`src/logic/axi_bridge_pkg.sv`:
```
// Bus widths, FIFO sizing and enum types shared by every block of the AXI4 to Lite write bridge
package axi_bridge_pkg;

  // ==================================================
  // Bus widths
  // ==================================================
  localparam int ADDR_W  = 32;
  localparam int DATA_W  = 32;
  localparam int STRB_W  = 4;
  localparam int ID_W    = 4;
  localparam int LEN_W   = 8;
  localparam int SIZE_W  = 3;
  localparam int BURST_W = 2;
  localparam int PROT_W  = 3;
  localparam int RESP_W  = 2;

  // ==================================================
  // FIFO sizing
  // ==================================================
  localparam int FIFO_DEPTH = 4;
  localparam int FIFO_PTR_W = $clog2(FIFO_DEPTH);
  // One extra code so a full FIFO can be told from an empty one
  localparam int FIFO_CNT_W = $clog2(FIFO_DEPTH + 1);

  // ==================================================
  // Encodings
  // ==================================================
  typedef enum logic [BURST_W-1:0] {
    BURST_FIXED = 2'b00,
    BURST_INCR  = 2'b01,
    BURST_WRAP  = 2'b10
  } burst_t;

  typedef enum logic [RESP_W-1:0] {
    RESP_OKAY   = 2'b00,
    RESP_EXOKAY = 2'b01,
    RESP_SLVERR = 2'b10,
    RESP_DECERR = 2'b11
  } resp_t;

  // Splitter FSM
  typedef enum logic [1:0] {
    SPLIT_IDLE,
    SPLIT_ISSUE,
    SPLIT_DONE
  } split_state_t;

  // Merger FSM
  typedef enum logic [1:0] {
    MERGE_IDLE,
    MERGE_COLLECT,
    MERGE_SEND
  } merge_state_t;

endpackage

```
`src/logic/sync_fifo.sv`:
```
// Synchronous valid/ready FIFO of FIFO_DEPTH entries, instantiated for each queue in the bridge
`timescale 1ns/1ps

module sync_fifo
  import axi_bridge_pkg::*;
#(
  parameter int WIDTH = 8
)
(
  input  logic             clk,
  input  logic             rstn,
  input  logic             in_valid,
  output logic             in_ready,
  input  logic [WIDTH-1:0] in_data,
  output logic             out_valid,
  input  logic             out_ready,
  output logic [WIDTH-1:0] out_data
);

  logic [WIDTH-1:0]      mem [FIFO_DEPTH];
  logic [FIFO_PTR_W-1:0] wr_ptr;
  logic [FIFO_PTR_W-1:0] rd_ptr;
  logic [FIFO_CNT_W-1:0] count;
  logic                  push;
  logic                  pop;

  // Pointer step with wrap at the last entry
  function automatic logic [FIFO_PTR_W-1:0] next_ptr(input logic [FIFO_PTR_W-1:0] ptr);
    if (ptr == FIFO_PTR_W'(FIFO_DEPTH - 1))
      return '0;
    else
      return ptr + 1'b1;
  endfunction

  assign in_ready  = (count != FIFO_CNT_W'(FIFO_DEPTH));
  assign out_valid = (count != '0);
  assign out_data  = mem[rd_ptr];
  assign push      = in_valid & in_ready;
  assign pop       = out_valid & out_ready;

  always_ff @(posedge clk)
  begin
    if (!rstn)
    begin
      wr_ptr <= '0;
      rd_ptr <= '0;
      count  <= '0;
    end
    else
    begin
      if (push)
        wr_ptr <= next_ptr(wr_ptr);
      if (pop)
        rd_ptr <= next_ptr(rd_ptr);
      // Push and pop together leave the count unchanged
      case ({push, pop})
        2'b10:   count <= count + 1'b1;
        2'b01:   count <= count - 1'b1;
        default: count <= count;
      endcase
    end
  end

  always_ff @(posedge clk)
  begin
    if (push)
      mem[wr_ptr] <= in_data;
  end

endmodule

```
`src/logic/burst_splitter.sv`:
```
// Takes one AXI4 AW burst at a time, issues its per-beat Lite addresses and hands ID/len to the merger
`timescale 1ns/1ps

module burst_splitter
  import axi_bridge_pkg::*;
(
  input  logic              clk,
  input  logic              rstn,
  // AXI4 AW channel
  input  logic              s_aw_valid,
  output logic              s_aw_ready,
  input  logic [ID_W-1:0]   s_aw_id,
  input  logic [ADDR_W-1:0] s_aw_addr,
  input  logic [LEN_W-1:0]  s_aw_len,
  input  logic [SIZE_W-1:0] s_aw_size,
  input  burst_t            s_aw_burst,
  input  logic [PROT_W-1:0] s_aw_prot,
  // Single-beat addresses toward the AW FIFO
  output logic              beat_valid,
  input  logic              beat_ready,
  output logic [ADDR_W-1:0] beat_addr,
  output logic [PROT_W-1:0] beat_prot,
  // Burst info toward the response merger
  output logic              info_valid,
  input  logic              info_ready,
  output logic [ID_W-1:0]   info_id,
  output logic [LEN_W-1:0]  info_len
);

  split_state_t state;
  split_state_t state_n;

  logic [ID_W-1:0]   id_r;
  logic [ADDR_W-1:0] addr_r;
  logic [ADDR_W-1:0] aligned_r;
  logic [LEN_W-1:0]  len_r;
  logic [SIZE_W-1:0] size_r;
  burst_t            burst_r;
  logic [PROT_W-1:0] prot_r;
  logic [LEN_W-1:0]  beat_cnt;

  logic aw_hs;
  logic beat_hs;
  logic last_beat;

  assign aw_hs     = s_aw_valid & s_aw_ready;
  assign beat_hs   = beat_valid & beat_ready;
  assign last_beat = (beat_cnt == len_r);

  // ==================================================
  // FSM
  // ==================================================
  always_comb
  begin
    state_n = state;
    case (state)
      SPLIT_IDLE:
        if (aw_hs)
          state_n = SPLIT_ISSUE;
      SPLIT_ISSUE:
        if (beat_hs && last_beat)
          state_n = SPLIT_DONE;
      SPLIT_DONE:
        if (info_ready)
          state_n = SPLIT_IDLE;
      default:
        state_n = SPLIT_IDLE;
    endcase
  end

  always_ff @(posedge clk)
  begin
    if (!rstn)
    begin
      state    <= SPLIT_IDLE;
      beat_cnt <= '0;
    end
    else
    begin
      state <= state_n;
      if (aw_hs)
        beat_cnt <= '0;
      else if (beat_hs)
        beat_cnt <= beat_cnt + 1'b1;
    end
  end

  // ==================================================
  // Burst capture
  // ==================================================
  always_ff @(posedge clk)
  begin
    if (aw_hs)
    begin
      id_r      <= s_aw_id;
      addr_r    <= s_aw_addr;
      aligned_r <= s_aw_addr & ({ADDR_W{1'b1}} << s_aw_size);
      len_r     <= s_aw_len;
      size_r    <= s_aw_size;
      burst_r   <= s_aw_burst;
      prot_r    <= s_aw_prot;
    end
  end

  // Beat address; WRAP follows the INCR rule here
  always_comb
  begin
    if (burst_r == BURST_FIXED || beat_cnt == '0)
      beat_addr = addr_r;
    else
      beat_addr = aligned_r + (ADDR_W'(beat_cnt) << size_r);
  end

  assign s_aw_ready = (state == SPLIT_IDLE);
  assign beat_valid = (state == SPLIT_ISSUE);
  assign beat_prot  = prot_r;
  assign info_valid = (state == SPLIT_DONE);
  assign info_id    = id_r;
  assign info_len   = len_r;

endmodule

```
`src/logic/resp_merger.sv`:
```
// Gathers the len+1 Lite write responses of a burst and returns one AXI4 B response in order
`timescale 1ns/1ps

module resp_merger
  import axi_bridge_pkg::*;
(
  input  logic              clk,
  input  logic              rstn,
  // Burst info from the splitter
  input  logic              info_valid,
  output logic              info_ready,
  input  logic [ID_W-1:0]   info_id,
  input  logic [LEN_W-1:0]  info_len,
  // Lite responses from the B FIFO
  input  logic              resp_valid,
  output logic              resp_ready,
  input  resp_t             resp,
  // AXI4 B channel
  output logic              s_b_valid,
  input  logic              s_b_ready,
  output logic [ID_W-1:0]   s_b_id,
  output logic [RESP_W-1:0] s_b_resp
);

  merge_state_t state;
  merge_state_t state_n;

  logic [ID_W-1:0]  id_r;
  logic [LEN_W-1:0] len_r;
  logic [LEN_W-1:0] resp_cnt;
  resp_t            resp_r;

  logic info_hs;
  logic resp_hs;

  assign info_hs = info_valid & info_ready;
  assign resp_hs = resp_valid & resp_ready;

  // ==================================================
  // FSM
  // ==================================================
  always_comb
  begin
    state_n = state;
    case (state)
      MERGE_IDLE:
        if (info_hs)
          state_n = MERGE_COLLECT;
      MERGE_COLLECT:
        if (resp_hs && resp_cnt == len_r)
          state_n = MERGE_SEND;
      MERGE_SEND:
        if (s_b_ready)
          state_n = MERGE_IDLE;
      default:
        state_n = MERGE_IDLE;
    endcase
  end

  always_ff @(posedge clk)
  begin
    if (!rstn)
    begin
      state    <= MERGE_IDLE;
      resp_cnt <= '0;
    end
    else
    begin
      state <= state_n;
      if (info_hs)
        resp_cnt <= '0;
      else if (resp_hs)
        resp_cnt <= resp_cnt + 1'b1;
    end
  end

  // ==================================================
  // Response accumulation
  // ==================================================
  always_ff @(posedge clk)
  begin
    if (info_hs)
    begin
      id_r   <= info_id;
      len_r  <= info_len;
      resp_r <= RESP_OKAY;
    end
    else if (resp_hs && resp_r == RESP_OKAY)
      resp_r <= resp;   // first error code sticks
  end

  assign info_ready = (state == MERGE_IDLE);
  assign resp_ready = (state == MERGE_COLLECT);
  assign s_b_valid  = (state == MERGE_SEND);
  assign s_b_id     = id_r;
  assign s_b_resp   = resp_r;

endmodule

```
`src/logic/axi4_lite_write_bridge.sv`:
```
// Top level of the AXI4 to AXI4-Lite write bridge, connecting splitter, FIFOs and merger to both buses
`timescale 1ns/1ps

module axi4_lite_write_bridge
  import axi_bridge_pkg::*;
(
  input  logic              clk,
  input  logic              rstn,
  // AXI4 slave AW
  input  logic              s_aw_valid,
  output logic              s_aw_ready,
  input  logic [ID_W-1:0]   s_aw_id,
  input  logic [ADDR_W-1:0] s_aw_addr,
  input  logic [LEN_W-1:0]  s_aw_len,
  input  logic [SIZE_W-1:0] s_aw_size,
  input  logic [BURST_W-1:0] s_aw_burst,
  input  logic [PROT_W-1:0] s_aw_prot,
  // AXI4 slave W
  // Last has no Lite counterpart and is not forwarded
  input  logic              s_w_valid,
  output logic              s_w_ready,
  input  logic [DATA_W-1:0] s_w_data,
  input  logic [STRB_W-1:0] s_w_strb,
  input  logic              s_w_last,
  // AXI4 slave B
  output logic              s_b_valid,
  input  logic              s_b_ready,
  output logic [ID_W-1:0]   s_b_id,
  output logic [RESP_W-1:0] s_b_resp,
  // Lite master AW
  output logic              m_aw_valid,
  input  logic              m_aw_ready,
  output logic [ADDR_W-1:0] m_aw_addr,
  output logic [PROT_W-1:0] m_aw_prot,
  // Lite master W
  output logic              m_w_valid,
  input  logic              m_w_ready,
  output logic [DATA_W-1:0] m_w_data,
  output logic [STRB_W-1:0] m_w_strb,
  // Lite master B
  input  logic              m_b_valid,
  output logic              m_b_ready,
  input  logic [RESP_W-1:0] m_b_resp
);

  logic                     beat_valid;
  logic                     beat_ready;
  logic [ADDR_W-1:0]        beat_addr;
  logic [PROT_W-1:0]        beat_prot;
  logic                     info_valid;
  logic                     info_ready;
  logic [ID_W-1:0]          info_id;
  logic [LEN_W-1:0]         info_len;
  logic [PROT_W+ADDR_W-1:0] aw_fifo_out;
  logic [DATA_W+STRB_W-1:0] w_fifo_out;
  logic                     b_fifo_valid;
  logic                     b_fifo_ready;
  logic [RESP_W-1:0]        b_fifo_resp;

  burst_splitter u_splitter (
    .clk        (clk),
    .rstn       (rstn),
    .s_aw_valid (s_aw_valid),
    .s_aw_ready (s_aw_ready),
    .s_aw_id    (s_aw_id),
    .s_aw_addr  (s_aw_addr),
    .s_aw_len   (s_aw_len),
    .s_aw_size  (s_aw_size),
    .s_aw_burst (burst_t'(s_aw_burst)),
    .s_aw_prot  (s_aw_prot),
    .beat_valid (beat_valid),
    .beat_ready (beat_ready),
    .beat_addr  (beat_addr),
    .beat_prot  (beat_prot),
    .info_valid (info_valid),
    .info_ready (info_ready),
    .info_id    (info_id),
    .info_len   (info_len)
  );

  // ==================================================
  // Beat, data and response queues
  // ==================================================
  sync_fifo #(.WIDTH(PROT_W + ADDR_W)) u_aw_fifo (
    .clk       (clk),
    .rstn      (rstn),
    .in_valid  (beat_valid),
    .in_ready  (beat_ready),
    .in_data   ({beat_prot, beat_addr}),
    .out_valid (m_aw_valid),
    .out_ready (m_aw_ready),
    .out_data  (aw_fifo_out)
  );

  sync_fifo #(.WIDTH(DATA_W + STRB_W)) u_w_fifo (
    .clk       (clk),
    .rstn      (rstn),
    .in_valid  (s_w_valid),
    .in_ready  (s_w_ready),
    .in_data   ({s_w_data, s_w_strb}),
    .out_valid (m_w_valid),
    .out_ready (m_w_ready),
    .out_data  (w_fifo_out)
  );

  sync_fifo #(.WIDTH(RESP_W)) u_b_fifo (
    .clk       (clk),
    .rstn      (rstn),
    .in_valid  (m_b_valid),
    .in_ready  (m_b_ready),
    .in_data   (m_b_resp),
    .out_valid (b_fifo_valid),
    .out_ready (b_fifo_ready),
    .out_data  (b_fifo_resp)
  );

  assign {m_aw_prot, m_aw_addr} = aw_fifo_out;
  assign {m_w_data, m_w_strb}   = w_fifo_out;

  resp_merger u_merger (
    .clk        (clk),
    .rstn       (rstn),
    .info_valid (info_valid),
    .info_ready (info_ready),
    .info_id    (info_id),
    .info_len   (info_len),
    .resp_valid (b_fifo_valid),
    .resp_ready (b_fifo_ready),
    .resp       (resp_t'(b_fifo_resp)),
    .s_b_valid  (s_b_valid),
    .s_b_ready  (s_b_ready),
    .s_b_id     (s_b_id),
    .s_b_resp   (s_b_resp)
  );

endmodule

```
`config.mk`:
```
export PLATFORM = sky130hd
export DESIGN_NAME = axi4_lite_write_bridge
export DESIGN_NICKNAME = d
export VERILOG_FILES = /design/src/logic/axi_bridge_pkg.sv /design/src/logic/sync_fifo.sv /design/src/logic/burst_splitter.sv /design/src/logic/resp_merger.sv /design/src/logic/axi4_lite_write_bridge.sv
export SDC_FILE = /design/constraint.sdc
export NUM_CORES = 1
export LEC_CHECK = 0
export ABC_AREA = 1
export BUFFER_PORTS_ARGS = -buffer_cell sky130_fd_sc_hd__buf_2
export CORE_UTILIZATION = 31
export CTS_CLUSTER_DIAMETER = 80
export DETAILED_ROUTE_END_ITERATION = 6
export GPL_TIMING_DRIVEN = 0
export PLACE_DENSITY = 0.47
export SYNTH_ARGS = -nofsm -noshare
export SYNTH_HDL_FRONTEND = slang
export SYNTH_SLANG_ARGS = --single-unit
```
`constraint.sdc`:
```
create_clock -name clk -period 3.89 [get_ports clk]
set_clock_uncertainty 0.2 [all_clocks]
set_input_delay 0.778 -clock clk [delete_from_list [all_inputs] [get_ports clk]]
set_output_delay 0.778 -clock clk [all_outputs]
set_load 0.005 [all_outputs]
```
# Yosys cells after proc, flatten, opt, wreduce, memory -nomap -nowiden
# Memories as Yosys holds them, arrays and structs flattened. A register that Yosys moved wholly into a read port is not among the register bits.
# Cells that the tools add are included.
# W data, S select, Z words.
totals:
  elab_cells: 126
  out_inout_bits: 83
  ramBits: 292
  regBits: 137
  mem_count: 3
  inputBits: 99
classes:
  n_reduce_logical: 19
  n_shift: 2
  bitwise_logic: 10
  addsub: 15
  n_eq_ne: 27
  muxes: 28
mem_list:
  columns: ["name", "depth", "width", "read_ports", "rd_clocked_by_memory_dff", "wr", "line_no", "source"]
  rows:
  - ["u_w_fifo.mem", 4, 36, 1, 1, 1, "sync_fifo.sv:20", "logic [WIDTH-1:0] mem [FIFO_DEPTH];"]
  - ["u_aw_fifo.mem", 4, 35, 1, 1, 1, "sync_fifo.sv:20", null]
  - ["u_b_fifo.mem", 4, 2, 1, 1, 1, "sync_fifo.sv:20", null]
op_table:
  columns: ["cell", "count"]
  rows:
  - ["$add A32 B32 Y32", 1]
  - ["$and A32 B32 Y32", 1]
  - ["$mux W2", 16]
  - ["$mux W32", 1]
  - ["$shl A32 B3 Y32 const A", 1]
  - ["$shl A8 B3 Y32", 1]
  - ["$eq A2 B2 Y1 const B", 11]
  - ["$pmux W3 S2", 3]
  - ["$add A8 B1 Y8 const B", 2]
  - ["$eq A8 B8 Y1", 2]
  - ["$add A2 B1 Y2 const B", 6]
  - ["$pmux W2 S3", 2]
  - ["$eq A2 B1 Y1 const B", 5]
  - ["$ne A2 B2 Y1 const B", 5]
  - ["$add A3 B1 Y3 const B", 3]
  - ["$ne A3 B3 Y1 const B", 3]
  - ["$reduce_bool A3 Y1", 3]
  - ["$sub A3 B1 Y3 const B", 3]
  - ["$and A1 B1 Y1", 8]
  - ["$logic_not A2 Y1", 4]
  - ["$logic_not A8 Y1", 1]
  - ["$mux W1", 6]
  - ["$reduce_and A3 Y1", 2]
  - ["$reduce_bool A2 Y1", 3]
  - ["other kinds (5)", 8]

# Depth between registers and ports, before layout
# Gate-level depths: netlist of run 1.
depth:
  depth_word: 5
  mapped_depth: 20
  mapped_depth_nobuf: 19

# Hierarchy
# Synthesis of run 1 repeated with hierarchy kept, for this count alone.
unflattened:
  hier_cells: 1633
  hier_area_um2: 18099.9
modules_own_cells:
  columns: ["mod", "seq_area_each_um2", "area_per_inst_um2", "instances", "cells_per_inst"]
  rows:
  - ["sync_fifo (u_w_fifo)", 4504.3, 5870.6, 1, 417]
  - ["sync_fifo (u_aw_fifo)", 4384.2, 5667.9, 1, 407]
  - ["burst_splitter", 1971.9, 4600.7, 1, 588]
  - ["resp_merger", 600.6, 1134.8, 1, 132]
  - ["sync_fifo (u_b_fifo)", 420.4, 825.8, 1, 89]

# Least setup slack after synthesis of run 1
# OpenSTA, ideal clock, no wires.
synth_timing:
  path_type: "input port to flip-flop"
  start: "input port s_w_valid"
  end: "memory u_w_fifo.mem[0][0] in the netlist's numbering (enable)"
  required_ps: 3261
  setup_time_ps: 429
  t_arrival_ps: 2476
  slack_ps: 784
  cell_stages: 2
  path_buffers: 0
  path_cell_list: "nand2_1 -> nor2_1"
synth_between:
  elab_chain_len: 3
synth_rtl:
  columns: ["element", "line_no", "source"]
  rows:
  - ["from (decl)", "axi4_lite_write_bridge.sv:20", "input logic s_w_valid,"]
  - ["$and A1 B1 Y1", "sync_fifo.sv:38", "assign push = in_valid & in_ready;"]
  - ["$mux W1", "sync_fifo.sv:66", "if (push)"]
  - ["$mux W1 (implied by the code)", "sync_fifo.sv:67", "mem[wr_ptr] <= in_data;"]
  - ["to (decl)", "sync_fifo.sv:20", null]
# Every way passes these cells.

# Worst setup path in the final report of run 1
layout_timing:
  start: "register u_splitter.size_r[0]"
  end: "memory u_aw_fifo.mem[0][24] in the netlist's numbering, data pin"
layout_between:
  elab_chain_len: 3
layout_rtl:
  columns: ["element", "line_no", "source"]
  rows:
  - ["from (decl)", "burst_splitter.sv:37", "logic [SIZE_W-1:0] size_r;"]
  - ["from (signal assigned)", "burst_splitter.sv:99", "size_r <= s_aw_size;"]
  - ["$shl A8 B3 Y32", "burst_splitter.sv:111", "beat_addr = aligned_r + (ADDR_W'(beat_cnt) << size_r);"]
  - ["$add A32 B32 Y32", "burst_splitter.sv:111", null]
  - ["$mux W32", "burst_splitter.sv:108", "if (burst_r == BURST_FIXED || beat_cnt == '0)"]
  - ["net beat_addr[24]", "axi4_lite_write_bridge.sv:48", "logic [ADDR_W-1:0] beat_addr;"]
  - ["to (decl)", "sync_fifo.sv:20", null]
# The timed path passes the listed nets, and every way through them passes these cells.

==> summary.txt, run 1 <==
status: complete, no violations
die span in y: 240 um
minimum clock period: 3.65 ns
nature of the critical path endpoint: register
dominant cells by area after synthesis: edfxtp_1 (62%), o21ai_0 (5.5%), nand2_1 (5.4%)
cells along the critical path: buf_2 > buf_2 > o21ai_0 > o21ai_0 > o21ai_0 > ha_1 > nand2_1 > inv_1 > a21oi_1 > nor2_1 > nor2_1 > nand2_1 > nand2_1 > nand2_1 > nand2_1 > inv_1
headroom to the max-slew limit: 41.0%
Worst Tran Pin Value: 0.884 ns
hold crit path type: input pin to register
remaining antenna violation count after routing: 0
Area growth syn-to-layout: 19.9%
share of final-layout standard cells stronger than drive strength 1: 15.5%
leading cell types by count after synthesis: edfxtp_1 (363), nand2_1 (251), nor2_1 (234)
library cell appearing most often on the critical path: nand2_1
Die X-Extent: 240 um
CP max-delay cell: o21ai_0
floorplan die area: 57700 um^2
critical-path maximum fanout: 10
final number of hold-violating endpoints: 0
Placement Rows: 86
grt ovf: 0
sum of net half-perimeters after detailed placement: 31200 um
sequential area share after synthesis: 67.3%
Critical Path Start Type: register
synth unique cells: 40
highest ir drop seen on vdd: 0.287 mV
Final Slew Violations: 0
number of flops mapped to enable cells by yosys: 363
CTS Hold Buffers Added: 0
first-pass detailed-route iteration total: 5
WHS Path Cells: 1
wire per inst: 17.3 um
Post-CTS Repair Setup Buffers: 0
vias after detailed routing: 12200
power density normalized to cell area: 579 nW/um^2
global-route usage over all layers: 15.7%
cell with the most instances after synthesis: edfxtp_1
arrival time of the worst setup path: 3.76 ns
peak clock frequency supported by timing: 274 MHz
setup repair after global routing missed its margin: false
number of resized instances in the post-cts repair step: 0
Mean Syn Cell Area: 11.1 um^2
Post-Place Worst Slack: 0.329 ns
number of input and output port buffers inserted: 180
share of the synthesized area in the top cell type: 62.0%
total wirelength of the detailed-routed design: 45300 um
remaining design rule violation count: 0
largest delay contributor family on the critical path: compound AO/OA/AOI/OAI gates
max-cap violations: 0
leakage power figure: 7.94 nW
number of buffers created by CTS: 48
Register-to-Register Path Depth: 16
CP Buf/Inv Count: 4
maximum clock insertion buffer count: 3
path length in cells of the critical path: 16
stage delay of the slowest cell on the critical path: 0.40 ns
type of the worst setup path: register to register
initial antenna violation count: 2
via count of the first global-routing pass: 12200
Clock Tree Root: clkbuf_16
starting utilization of the core area: 31.6%
DRT iter0 DRCs: 665
cell accounting for the most synthesized area: edfxtp_1
final setup vio count: 0
ratio of routed vias to standard cells: 4.65
dominant register cell in the synthesized netlist: edfxtp_1
top-level port count: 182
Yosys warnings: 0
Seq cells post-synth: 410
Fin Hold WS: 0.172 ns
post-synth design cell area: 17600 um^2
global placer's final weighted congestion: 0.832
crit path setup slack, layout: 0.239 ns
post-synthesis cell count: 1590
required time of the critical path: 4.00 ns
TritonCTS clock tree: built
latest clock arrival within the worst-skew pair: 0.59 ns
post-CTS clock slew at the launch and capture registers of the worst setup and hold paths: 0.06 ns
htree depth: 2
wire length of the first global-routing pass: 69000 um
Core Box Area: 55600 um^2
number of nets in the layout: 1967
pin count of the biggest net entering global routing: 61
clock sink count: 410
final cycle utilization of the critical path: 93.9%
Async SR Flop Fraction: 0%
Synth Net Count: 1729
layout by cell type, fill, tap and decap left out, types with 5 or more instances in the layout:
| cell | Yosys | routed |
|---|---|---|
| inv_1 | 133 | 132 |
| a21oi_1 | 38 | 38 |
| xor2_1 | 11 | 11 |
| o21ai_0 | 194 | 194 |
| or2_2 | 5 | 5 |
| nand3b_1 | 6 | 6 |
| edfxtp_1 | 363 | 363 |
| o21ai_1 | 5 | 5 |
| clkinv_2 | 0 | 5 |
| o22ai_1 | 72 | 72 |
| nor3_1 | 18 | 18 |
| nand4_1 | 8 | 8 |
| buf_12 | 0 | 5 |
| clkbuf_16 | 0 | 48 |
| nor2_4 | 0 | 8 |
| nand2_1 | 251 | 251 |
| nand3_1 | 48 | 48 |
| ha_1 | 36 | 36 |
| dfxtp_1 | 47 | 47 |
| clkinv_1 | 5 | 16 |
| buf_2 | 12 | 192 |
| nor2_1 | 234 | 225 |
| clkbuf_1 | 42 | 58 |
| xnor2_1 | 16 | 16 |
final timing paths:
kind / slack (ns) / startpoint / to
max reg2reg: 0.24 / u_splitter.size_r[0]$_DFFE_PP_ / u_aw_fifo.mem[0][24]$_DFFE_PP_
min: 0.17 / s_aw_addr[19] / u_splitter.aligned_r[19]$_DFFE_PP_
max: 0.24 / u_splitter.size_r[0]$_DFFE_PP_ / u_aw_fifo.mem[0][24]$_DFFE_PP_
min reg2reg: 0.22 / u_splitter.info_id[3]$_DFFE_PP_ / u_merger.s_b_id[3]$_DFFE_PP_
worst register-to-register path, delay by kind of cell, from the launching register on:
family                   cells  cell delay, ns
buffers and inverters        4            0.53
flip-flops                   1            0.37
AO/OA/AOI/OAI                4            1.15
adder cells (fa/ha/maj)      1            0.37
AND/OR/NAND/NOR              7            0.77
area by class of cell:
class	count	area, um^2
Fill cell	5480	34500
Sequential cell	410	11800
Multi-Input combinational cell	980	5030
Clock buffer	64	1260
Timing Repair Buffer	188	1080
Tap cell	748	936
Inverter	140	528
Buffer	60	263
Clock inverter	24	155
Antenna cell	1	2.50
state kept, by name, summed over array words and instances (netlist names), 3 cells and up, named ones only:
signal                cells
u_merger.resp_cnt         8
u_aw_fifo.mem           140
u_aw_fifo.count           3
u_splitter.beat_cnt       8
u_w_fifo.count            3
u_splitter.info_len       8
u_w_fifo.mem            144
u_b_fifo.count            3
u_merger.len_r            8
u_merger.s_b_id           4
u_splitter.size_r         3
u_b_fifo.mem              8
u_splitter.beat_prot      3
u_splitter.info_id        4
u_splitter.addr_r         7
u_splitter.aligned_r     32
cell families after synthesis:
group / after synthesis / synth area share, %
simple gates: 587 / 13.8
mux: 4 / 0.228
xor+xnor: 27 / 1.34
buf+inv: 200 / 4.48
flops: 410 / 67.3
fa+ha+maj: 40 / 3.02
compound gates: 322 / 9.87
power breakdown:
part / switching [W] / leakage [nW] / total (W) / internal [W]
logic: 0.00190 / 3.53 / 0.00283 / 0.000933
registers: 0.000117 / 3.73 / 0.00529 / 0.00517
clock network: 0.00180 / 0.683 / 0.00410 / 0.00229
total: 0.00382 / 7.94 / 0.0122 / 0.00840
layer usage:
| layer | vias up | share of wire, % | track usage (%) |
|---|---|---|---|
| met5 | - | 0.024 | 0 |
| met4 | 2 | 2.1 | 5.04 |
| met3 | 66 | 4.3 | 2.57 |
| met2 | 236 | 49 | 27.6 |
| met1 | 5819 | 44 | 19.6 |
| li1 | 6029 | - | - |
through the flow:
stage	instance area, um^2	utilization [%]	TNS (ns)	total power, W	cells
final	21100	37.9	0	0.0122	2615
after detailed placement	19700	35.4	0	0.00828	2526
after global placement	19400	34.9	-174.64	0.00821	2518
after global routing	21100	37.9	0	0.0129	2615
after floorplan	17600	-	0	0.00685	1590
after CTS	21100	37.9	0	0.0124	2614
Power figures use the tool's default switching activity.
==> run 2: changes to the inputs <==
CORE_ASPECT_RATIO = 0.8   (was not set)
==> run 2 against run 1 <==
  * Worst hold slack worse by 0.012 ns
  * Sequential share of layout area shrank 0.10 points
  * Critical path depth is 11 lower
  * Cell count barely moved
  * Critical path type is now register to output port
  * Power grew 1.0%
  * Global-route usage increased by 0.43 points
  * Clock power rose by 3%
  * Largest cell class unchanged
  * Count of clock-buffer cells in the layout decreased by 9
  * Utilization about the same
  * Setup slack better by 0.13 ns
  * Sequential cell count unchanged
==> summary.txt, run 2 (same netlist as run 1, synthesis figures left out) <==
status: complete, no violations (unchanged)
grt ovf: 0 (unchanged)
WHS Path Cells: 1 (unchanged)
most common library cell in the layout ignoring fill and taps: edfxtp_1 (unchanged)
routed wire length on met3: 2850 um (was 1960 um)
starting utilization of the core area: 31.6% (about the same)
nature of the critical path endpoint: output port (was register)
clock sink count: 410 (unchanged)
startpoint of the worst-slack reg-to-reg timing path: u_splitter.size_r[0]$_DFFE_PP_ (unchanged)
required time of the critical path: 2.91 ns (was 4.00 ns)
DRT iter0 DRCs: 769 (was 665)
highest metal layer with signal wires: met4 (was met5)
final number of hold-violating endpoints: 0 (unchanged)
net switching component of the power: 0.00389 W (was 0.00382 W)
hold crit path type: input pin to register (unchanged)
Reg power frac: 42.9% (was 43.3%)
first-pass detailed-route iteration total: 5 (unchanged)
clock share of power: 34.3% (was 33.5%)
global-route usage over all layers: 16.2% (was 15.7%)
CTS Hold Buffers Added: 0 (unchanged)
latest clock arrival within the worst-skew pair: 0.60 ns (was 0.59 ns)
die span in y: 215 um (was 240 um)
most frequent cells in the layout: edfxtp_1 (363), nand2_1 (251), nor2_1 (225), o21ai_0 (194), buf_2 (192) (unchanged)
headroom to the max-slew limit: 42.7% (was 41.0%)
Cell Int Power: 0.00845 W (was 0.00840 W)
Worst Hold End: u_splitter.beat_prot[1]$_DFFE_PP_ (was u_splitter.aligned_r[19]$_DFFE_PP_)
setup repair after global routing missed its margin: false (unchanged)
TritonCTS clock tree: built (unchanged)
leakage power figure: 7.94 nW (about the same)
htree depth: 2 (unchanged)
number of resized instances in the post-cts repair step: 0 (unchanged)
wire per inst: 17.6 um (was 17.3 um)
Net Sw Frac: 31.5% (was 31.3%)
final cycle utilization of the critical path: 90.6% (was 93.9%)
Area growth syn-to-layout: 20.1% (was 19.9%)
global placer's final weighted congestion: 0.861 (was 0.832)
remaining design rule violation count: 0 (unchanged)
endpoint of the worst-slack reg-to-reg timing path: u_aw_fifo.mem[0][28]$_DFFE_PP_ (was u_aw_fifo.mem[0][24]$_DFFE_PP_)
power share of the combinational group: 22.8% (was 23.2%)
Worst R2R Setup Slack: 0.45 ns (was 0.24 ns)
Critical Path Start Type: register (unchanged)
startpoint of the most critical hold path: s_aw_prot[1] (was s_aw_addr[19])
wire length of the first global-routing pass: 70800 um (was 69000 um)
max-cap violations: 0 (unchanged)
vias after detailed routing: 12200 (about the same)
number of nets in the layout: 1965 (was 1967)
max reg flops: 144 (unchanged)
type of the worst setup path: register to output port (was register to register)
remaining antenna violation count after routing: 0 (unchanged)
Register-to-Register Path Depth: 14 (was 16)
routed wire length on met2: 20000 um (was 22300 um)
Worst Tran Pin Value: 0.859 ns (was 0.884 ns)
critical-path maximum fanout: 10 (unchanged)
via count of the first global-routing pass: 12000 (was 12200)
pin count of the biggest net entering global routing: 61 (unchanged)
number of input and output port buffers inserted: 180 (unchanged)
maximum clock insertion buffer count: 3 (unchanged)
minimum clock period: 3.52 ns (was 3.65 ns)
top-level port count: 182 (unchanged)
Core Box Area: 55700 um^2 (was 55600 um^2)
Final Power: 0.0123 W (was 0.0122 W)
Clock Tree Root: clkbuf_16 (unchanged)
Biggest register: u_w_fifo.mem (unchanged)
peak clock frequency supported by timing: 284 MHz (was 274 MHz)
fill cell total of the finished layout: 5571 (was 5480)
final setup vio count: 0 (unchanged)
floorplan die area: 57700 um^2 (about the same)
total wirelength of the detailed-routed design: 46000 um (was 45300 um)
initial antenna violation count: 1 (was 2)
Placement Rows: 77 (was 86)
crit path setup slack, layout: 0.367 ns (was 0.239 ns)
power density normalized to cell area: 584 nW/um^2 (was 579 nW/um^2)
share of final-layout standard cells stronger than drive strength 1: 15.8% (was 15.5%)
Final Slew Violations: 0 (unchanged)
registers with the most flip-flops: u_w_fifo.mem: 144 flops, u_aw_fifo.mem: 140 flops, u_splitter.aligned_r: 32 flops (unchanged)
Post-Place Worst Slack: 0.481 ns (was 0.329 ns)
sum of net half-perimeters after detailed placement: 31600 um (was 31200 um)
Die X-Extent: 268 um (was 240 um)
highest ir drop seen on vdd: 0.359 mV (was 0.287 mV)
ratio of routed vias to standard cells: 4.67 (was 4.65)
met1 layer wirelength in the final routing: 22200 um (was 20000 um)
number of buffers created by CTS: 46 (was 48)
Post-CTS Repair Setup Buffers: 0 (unchanged)
post-CTS clock slew at the launch and capture registers of the worst setup and hold paths: 0.06 ns (about the same)
arrival time of the worst setup path: 2.55 ns (was 3.76 ns)
==> run 2: cell types whose count changed in the layout (fill, tap and decap cells not counted), moves of 3 or more <==
cell        previous run  this run
clkbuf_1              58        51
buf_12                 5         8
clkinvlp_4             2         5
buf_16                 3         0
clkinv_1              16        13
==> run 2: layout make-up <==
type	count	area (um^2)	area share (%)
sequential	410	11800	56.0
multi-input combinational	980	5030	23.8
clock buffer	55	1180	5.61
timing repair buffer	188	1060	5.02
tap	750	938	4.44
inverter	140	528	2.50
clock inverter	28	284	1.34
buffer	60	263	1.24
antenna	3	7.51	0.0355
==> run 2: per-stage QoR <==
stage | TNS [ns] | area, um^2 | util, % | hold WS, ns | instances
after floorplan | 0 | 17600 | - | 0.200 | 1590
after global placement | -187.66 | 19400 | 34.9 | 0.200 | 2520
after detailed placement | 0 | 19700 | 35.3 | 0.222 | 2528
after CTS | 0 | 21100 | 37.9 | 0.117 | 2611
after global routing | 0 | 21100 | 37.9 | 0.118 | 2611
final | 0 | 21100 | 38.0 | 0.161 | 2614
==> run 2: power by group through the flow <==
| stage | sequential (W) | clock [W] | combinational, W |
|---|---|---|---|
| 3_5_place_dp | 0.00539 | 0 | 0.00287 |
| 6_report | 0.00529 | 0.00423 | 0.00282 |
| 5_1_grt | 0.00532 | 0.00455 | 0.00315 |
| 3_3_place_gp | 0.00541 | 0 | 0.00279 |
| 4_1_cts | 0.00529 | 0.00437 | 0.00288 |
| 2_1_floorplan | 0.00535 | 0 | 0.00150 |
==> run 2: routing by layer <==
layer  track usage [%]  vias to the layer above
li1                  -                     6029
met5                 0                        -
met1              23.7                     5824
met3              3.20                       60
met4              4.70                        0
met2              24.0                      297
==> run 2: critical path, cell delays in order (launching register included) <==
cell and delay, ns:
dfxtp_1 0.44, inv_1 0.30, clkbuf_1 0.42, o21ai_0 0.16, o22ai_1 0.43, buf_2 0.21
==> run 2: worst max-delay path by stage <==
stage	from	to	slack, ns	cells past startpoint
6_report	register	m_aw_addr[7]	0.37	5
5_1_grt	u_splitter.size_r[0]$_DFFE_PP_	u_aw_fifo.mem[3][30]$_DFFE_PP_	0.1	16
4_1_cts	register	m_aw_addr[7]	0.27	5
3_5_place_dp	u_splitter.size_r[0]$_DFFE_PP_	u_aw_fifo.mem[0][28]$_DFFE_PP_	0.48	14
3_3_place_gp	s_w_valid	u_w_fifo.mem[3][8]$_DFFE_PP_	-0.87	3
2_1_floorplan	s_w_valid	u_w_fifo.mem[0][0]$_DFFE_PP_	0.78	2
==> run 3: changes to the inputs <==
CORE_ASPECT_RATIO = not set   (was 0.8)
CORE_MARGIN = 2   (was not set)
==> run 3 against run 2 <==
  * Sequential power is essentially flat
  * Fmax grew 0.95%
  * Design area is essentially flat
  * Setup slack gained 0.033 ns
  * Largest power group unchanged
==> summary.txt, run 3 (same netlist as run 1, synthesis figures left out) <==
minimum clock period: 3.49 ns (was 3.52 ns)
cells along the critical path: buf_2 > buf_2 > o21ai_0 > o21ai_0 > o21ai_0 > ha_1 > nand2_1 > inv_1 > a21oi_1 > nand2_1 > nand2_1 > nand3_1 > nand3_1 > nand2_1 (was inv_1 > clkbuf_1 > o21ai_0 > o22ai_1 > buf_2)
Post-CTS Repair Setup Buffers: 0 (unchanged)
via count of the first global-routing pass: 12200 (was 12000)
Area growth syn-to-layout: 20.1% (about the same)
Clock Tree Root: clkbuf_16 (unchanged)
most common library cell in the layout ignoring fill and taps: edfxtp_1 (unchanged)
floorplan die area: 58700 um^2 (was 57700 um^2)
arrival time of the worst setup path: 3.57 ns (was 2.55 ns)
Post-Place Worst Slack: 0.371 ns (was 0.481 ns)
Final Power: 0.0123 W (about the same)
vias after detailed routing: 12100 (was 12200)
number of nets in the layout: 1967 (was 1965)
hold crit path type: input pin to register (unchanged)
first-pass detailed-route iteration total: 5 (unchanged)
max reg flops: 144 (unchanged)
htree depth: 2 (unchanged)
global-route usage over all layers: 15.3% (was 16.2%)
wire length of the first global-routing pass: 69500 um (was 70800 um)
type of the worst setup path: register to register (was register to output port)
library cell appearing most often on the critical path: nand2_1
remaining design rule violation count: 0 (unchanged)
global placer's final weighted congestion: 0.835 (was 0.861)
TritonCTS clock tree: built (unchanged)
Biggest register: u_w_fifo.mem (unchanged)
leakage power figure: 7.95 nW (was 7.94 nW)
remaining antenna violation count after routing: 0 (unchanged)
die span in y: 242 um (was 215 um)
ratio of routed vias to standard cells: 4.62 (was 4.67)
highest ir drop seen on vdd: 0.300 mV (was 0.359 mV)
status: complete, no violations (unchanged)
grt ovf: 0 (unchanged)
Die X-Extent: 242 um (was 268 um)
final total negative setup slack: 0 ns (unchanged)
initial antenna violation count: 0 (was 1)
CP max-delay cell: o21ai_0 (was dfxtp_1)
nature of the critical path endpoint: register (was output port)
number of buffers created by CTS: 48 (was 46)
most frequent cells in the layout: edfxtp_1 (363), nand2_1 (251), nor2_1 (225), o21ai_0 (194), buf_2 (192) (unchanged)
Final Slew Violations: 0 (unchanged)
latest clock arrival within the worst-skew pair: 0.58 ns (was 0.60 ns)
final std cell area, no fill: 21100 um^2 (about the same)
registers with the most flip-flops: u_w_fifo.mem: 144 flops, u_aw_fifo.mem: 140 flops, u_splitter.aligned_r: 32 flops (unchanged)
wire per inst: 17.4 um (was 17.6 um)
post-CTS clock slew at the launch and capture registers of the worst setup and hold paths: 0.06 ns (about the same)
required time of the critical path: 3.97 ns (was 2.91 ns)
Placement Rows: 87 (was 77)
power density normalized to cell area: 584 nW/um^2 (about the same)
number of input and output port buffers inserted: 180 (unchanged)
maximum clock insertion buffer count: 3 (unchanged)
setup repair after global routing missed its margin: false (unchanged)
critical-path maximum fanout: 10 (unchanged)
Critical Path Start Type: register (unchanged)
share of final-layout standard cells stronger than drive strength 1: 15.5% (was 15.8%)
instance area at placement: 19700 um^2 (about the same)
top-level port count: 182 (unchanged)
number of resized instances in the post-cts repair step: 0 (unchanged)
final setup vio count: 0 (unchanged)
CTS Hold Buffers Added: 0 (unchanged)
peak clock frequency supported by timing: 287 MHz (was 284 MHz)
sum of net half-perimeters after detailed placement: 31500 um (was 31600 um)
pin count of the biggest net entering global routing: 61 (unchanged)
max-cap violations: 0 (unchanged)
final number of hold-violating endpoints: 0 (unchanged)
final cycle utilization of the critical path: 89.7% (was 90.6%)
total wirelength of the detailed-routed design: 45600 um (was 46000 um)
headroom to the max-slew limit: 42.0% (was 42.7%)
DRT iter0 DRCs: 818 (was 769)
Worst Tran Pin Value: 0.870 ns (was 0.859 ns)
clock sink count: 410 (unchanged)
Core Box Area: 56300 um^2 (was 55700 um^2)
stage delay of the slowest cell on the critical path: 0.36 ns (was 0.44 ns)
starting utilization of the core area: 31.3% (was 31.6%)
crit path setup slack, layout: 0.400 ns (was 0.367 ns)
## run 3: metal layers
metal / vias up / wire, um / share of wire, % / GRT usage [%]
met3: 70 / 2060 / 4.5 / 3.11
met1: 5780 / 20000 / 44 / 19.2
met5: - / 0 / 0 / 0
met4: 0 / 1160 / 2.6 / 4.85
met2: 239 / 22400 / 49 / 26.5
li1: 6028 / - / - / -
## run 3: report_power, final
group          switching (W)  internal, W  total (W)
registers           0.000116      0.00517    0.00529
logic                0.00191     0.000926    0.00284
clock network        0.00176      0.00246    0.00422
## run 3: through the flow
| stage | hold slack (ns) | util, % | std cells |
|---|---|---|---|
| after floorplan | 0.200 | - | 1590 |
| after global placement | 0.201 | 34.5 | 2526 |
| after detailed placement | 0.206 | 34.9 | 2534 |
| after CTS | 0.126 | 37.5 | 2620 |
| after global routing | 0.133 | 37.5 | 2620 |
| final | 0.169 | 37.6 | 2623 |
## run 3: critical path, delay by kind of cell, from the launching register on
family	cells	cell delay, ns
AO/OA/AOI/OAI	4	1.05
AND/OR/NAND/NOR	6	0.85
buffers and inverters	3	0.40
flip-flops	1	0.35
adder cells (fa/ha/maj)	1	0.35
## run 3: area by class of cell
cell class / count / area [um^2]
Clock inverter: 26 / 216
Buffer: 60 / 263
Clock buffer: 60 / 1250
Timing Repair Buffer: 188 / 1060
Antenna cell: 3 / 7.51
Fill cell: 5543 / 35100
Tap cell: 756 / 946
Sequential cell: 410 / 11800
Inverter: 140 / 528
Multi-Input combinational cell: 980 / 5030
## run 3: worst paths after layout
check                           slack (ns)                            endpoint  cells after the start                            start
worst min-delay path                  0.17  u_splitter.aligned_r[12]$_DFFE_PP_                      1                    s_aw_addr[12]
worst max register to register        0.40      u_aw_fifo.mem[2][28]$_DFFE_PP_                     14   u_splitter.size_r[0]$_DFFE_PP_
worst min register to register        0.22        u_merger.s_b_id[2]$_DFFE_PP_                      0  u_splitter.info_id[2]$_DFFE_PP_
worst max-delay path                  0.40      u_aw_fifo.mem[2][28]$_DFFE_PP_                     14   u_splitter.size_r[0]$_DFFE_PP_
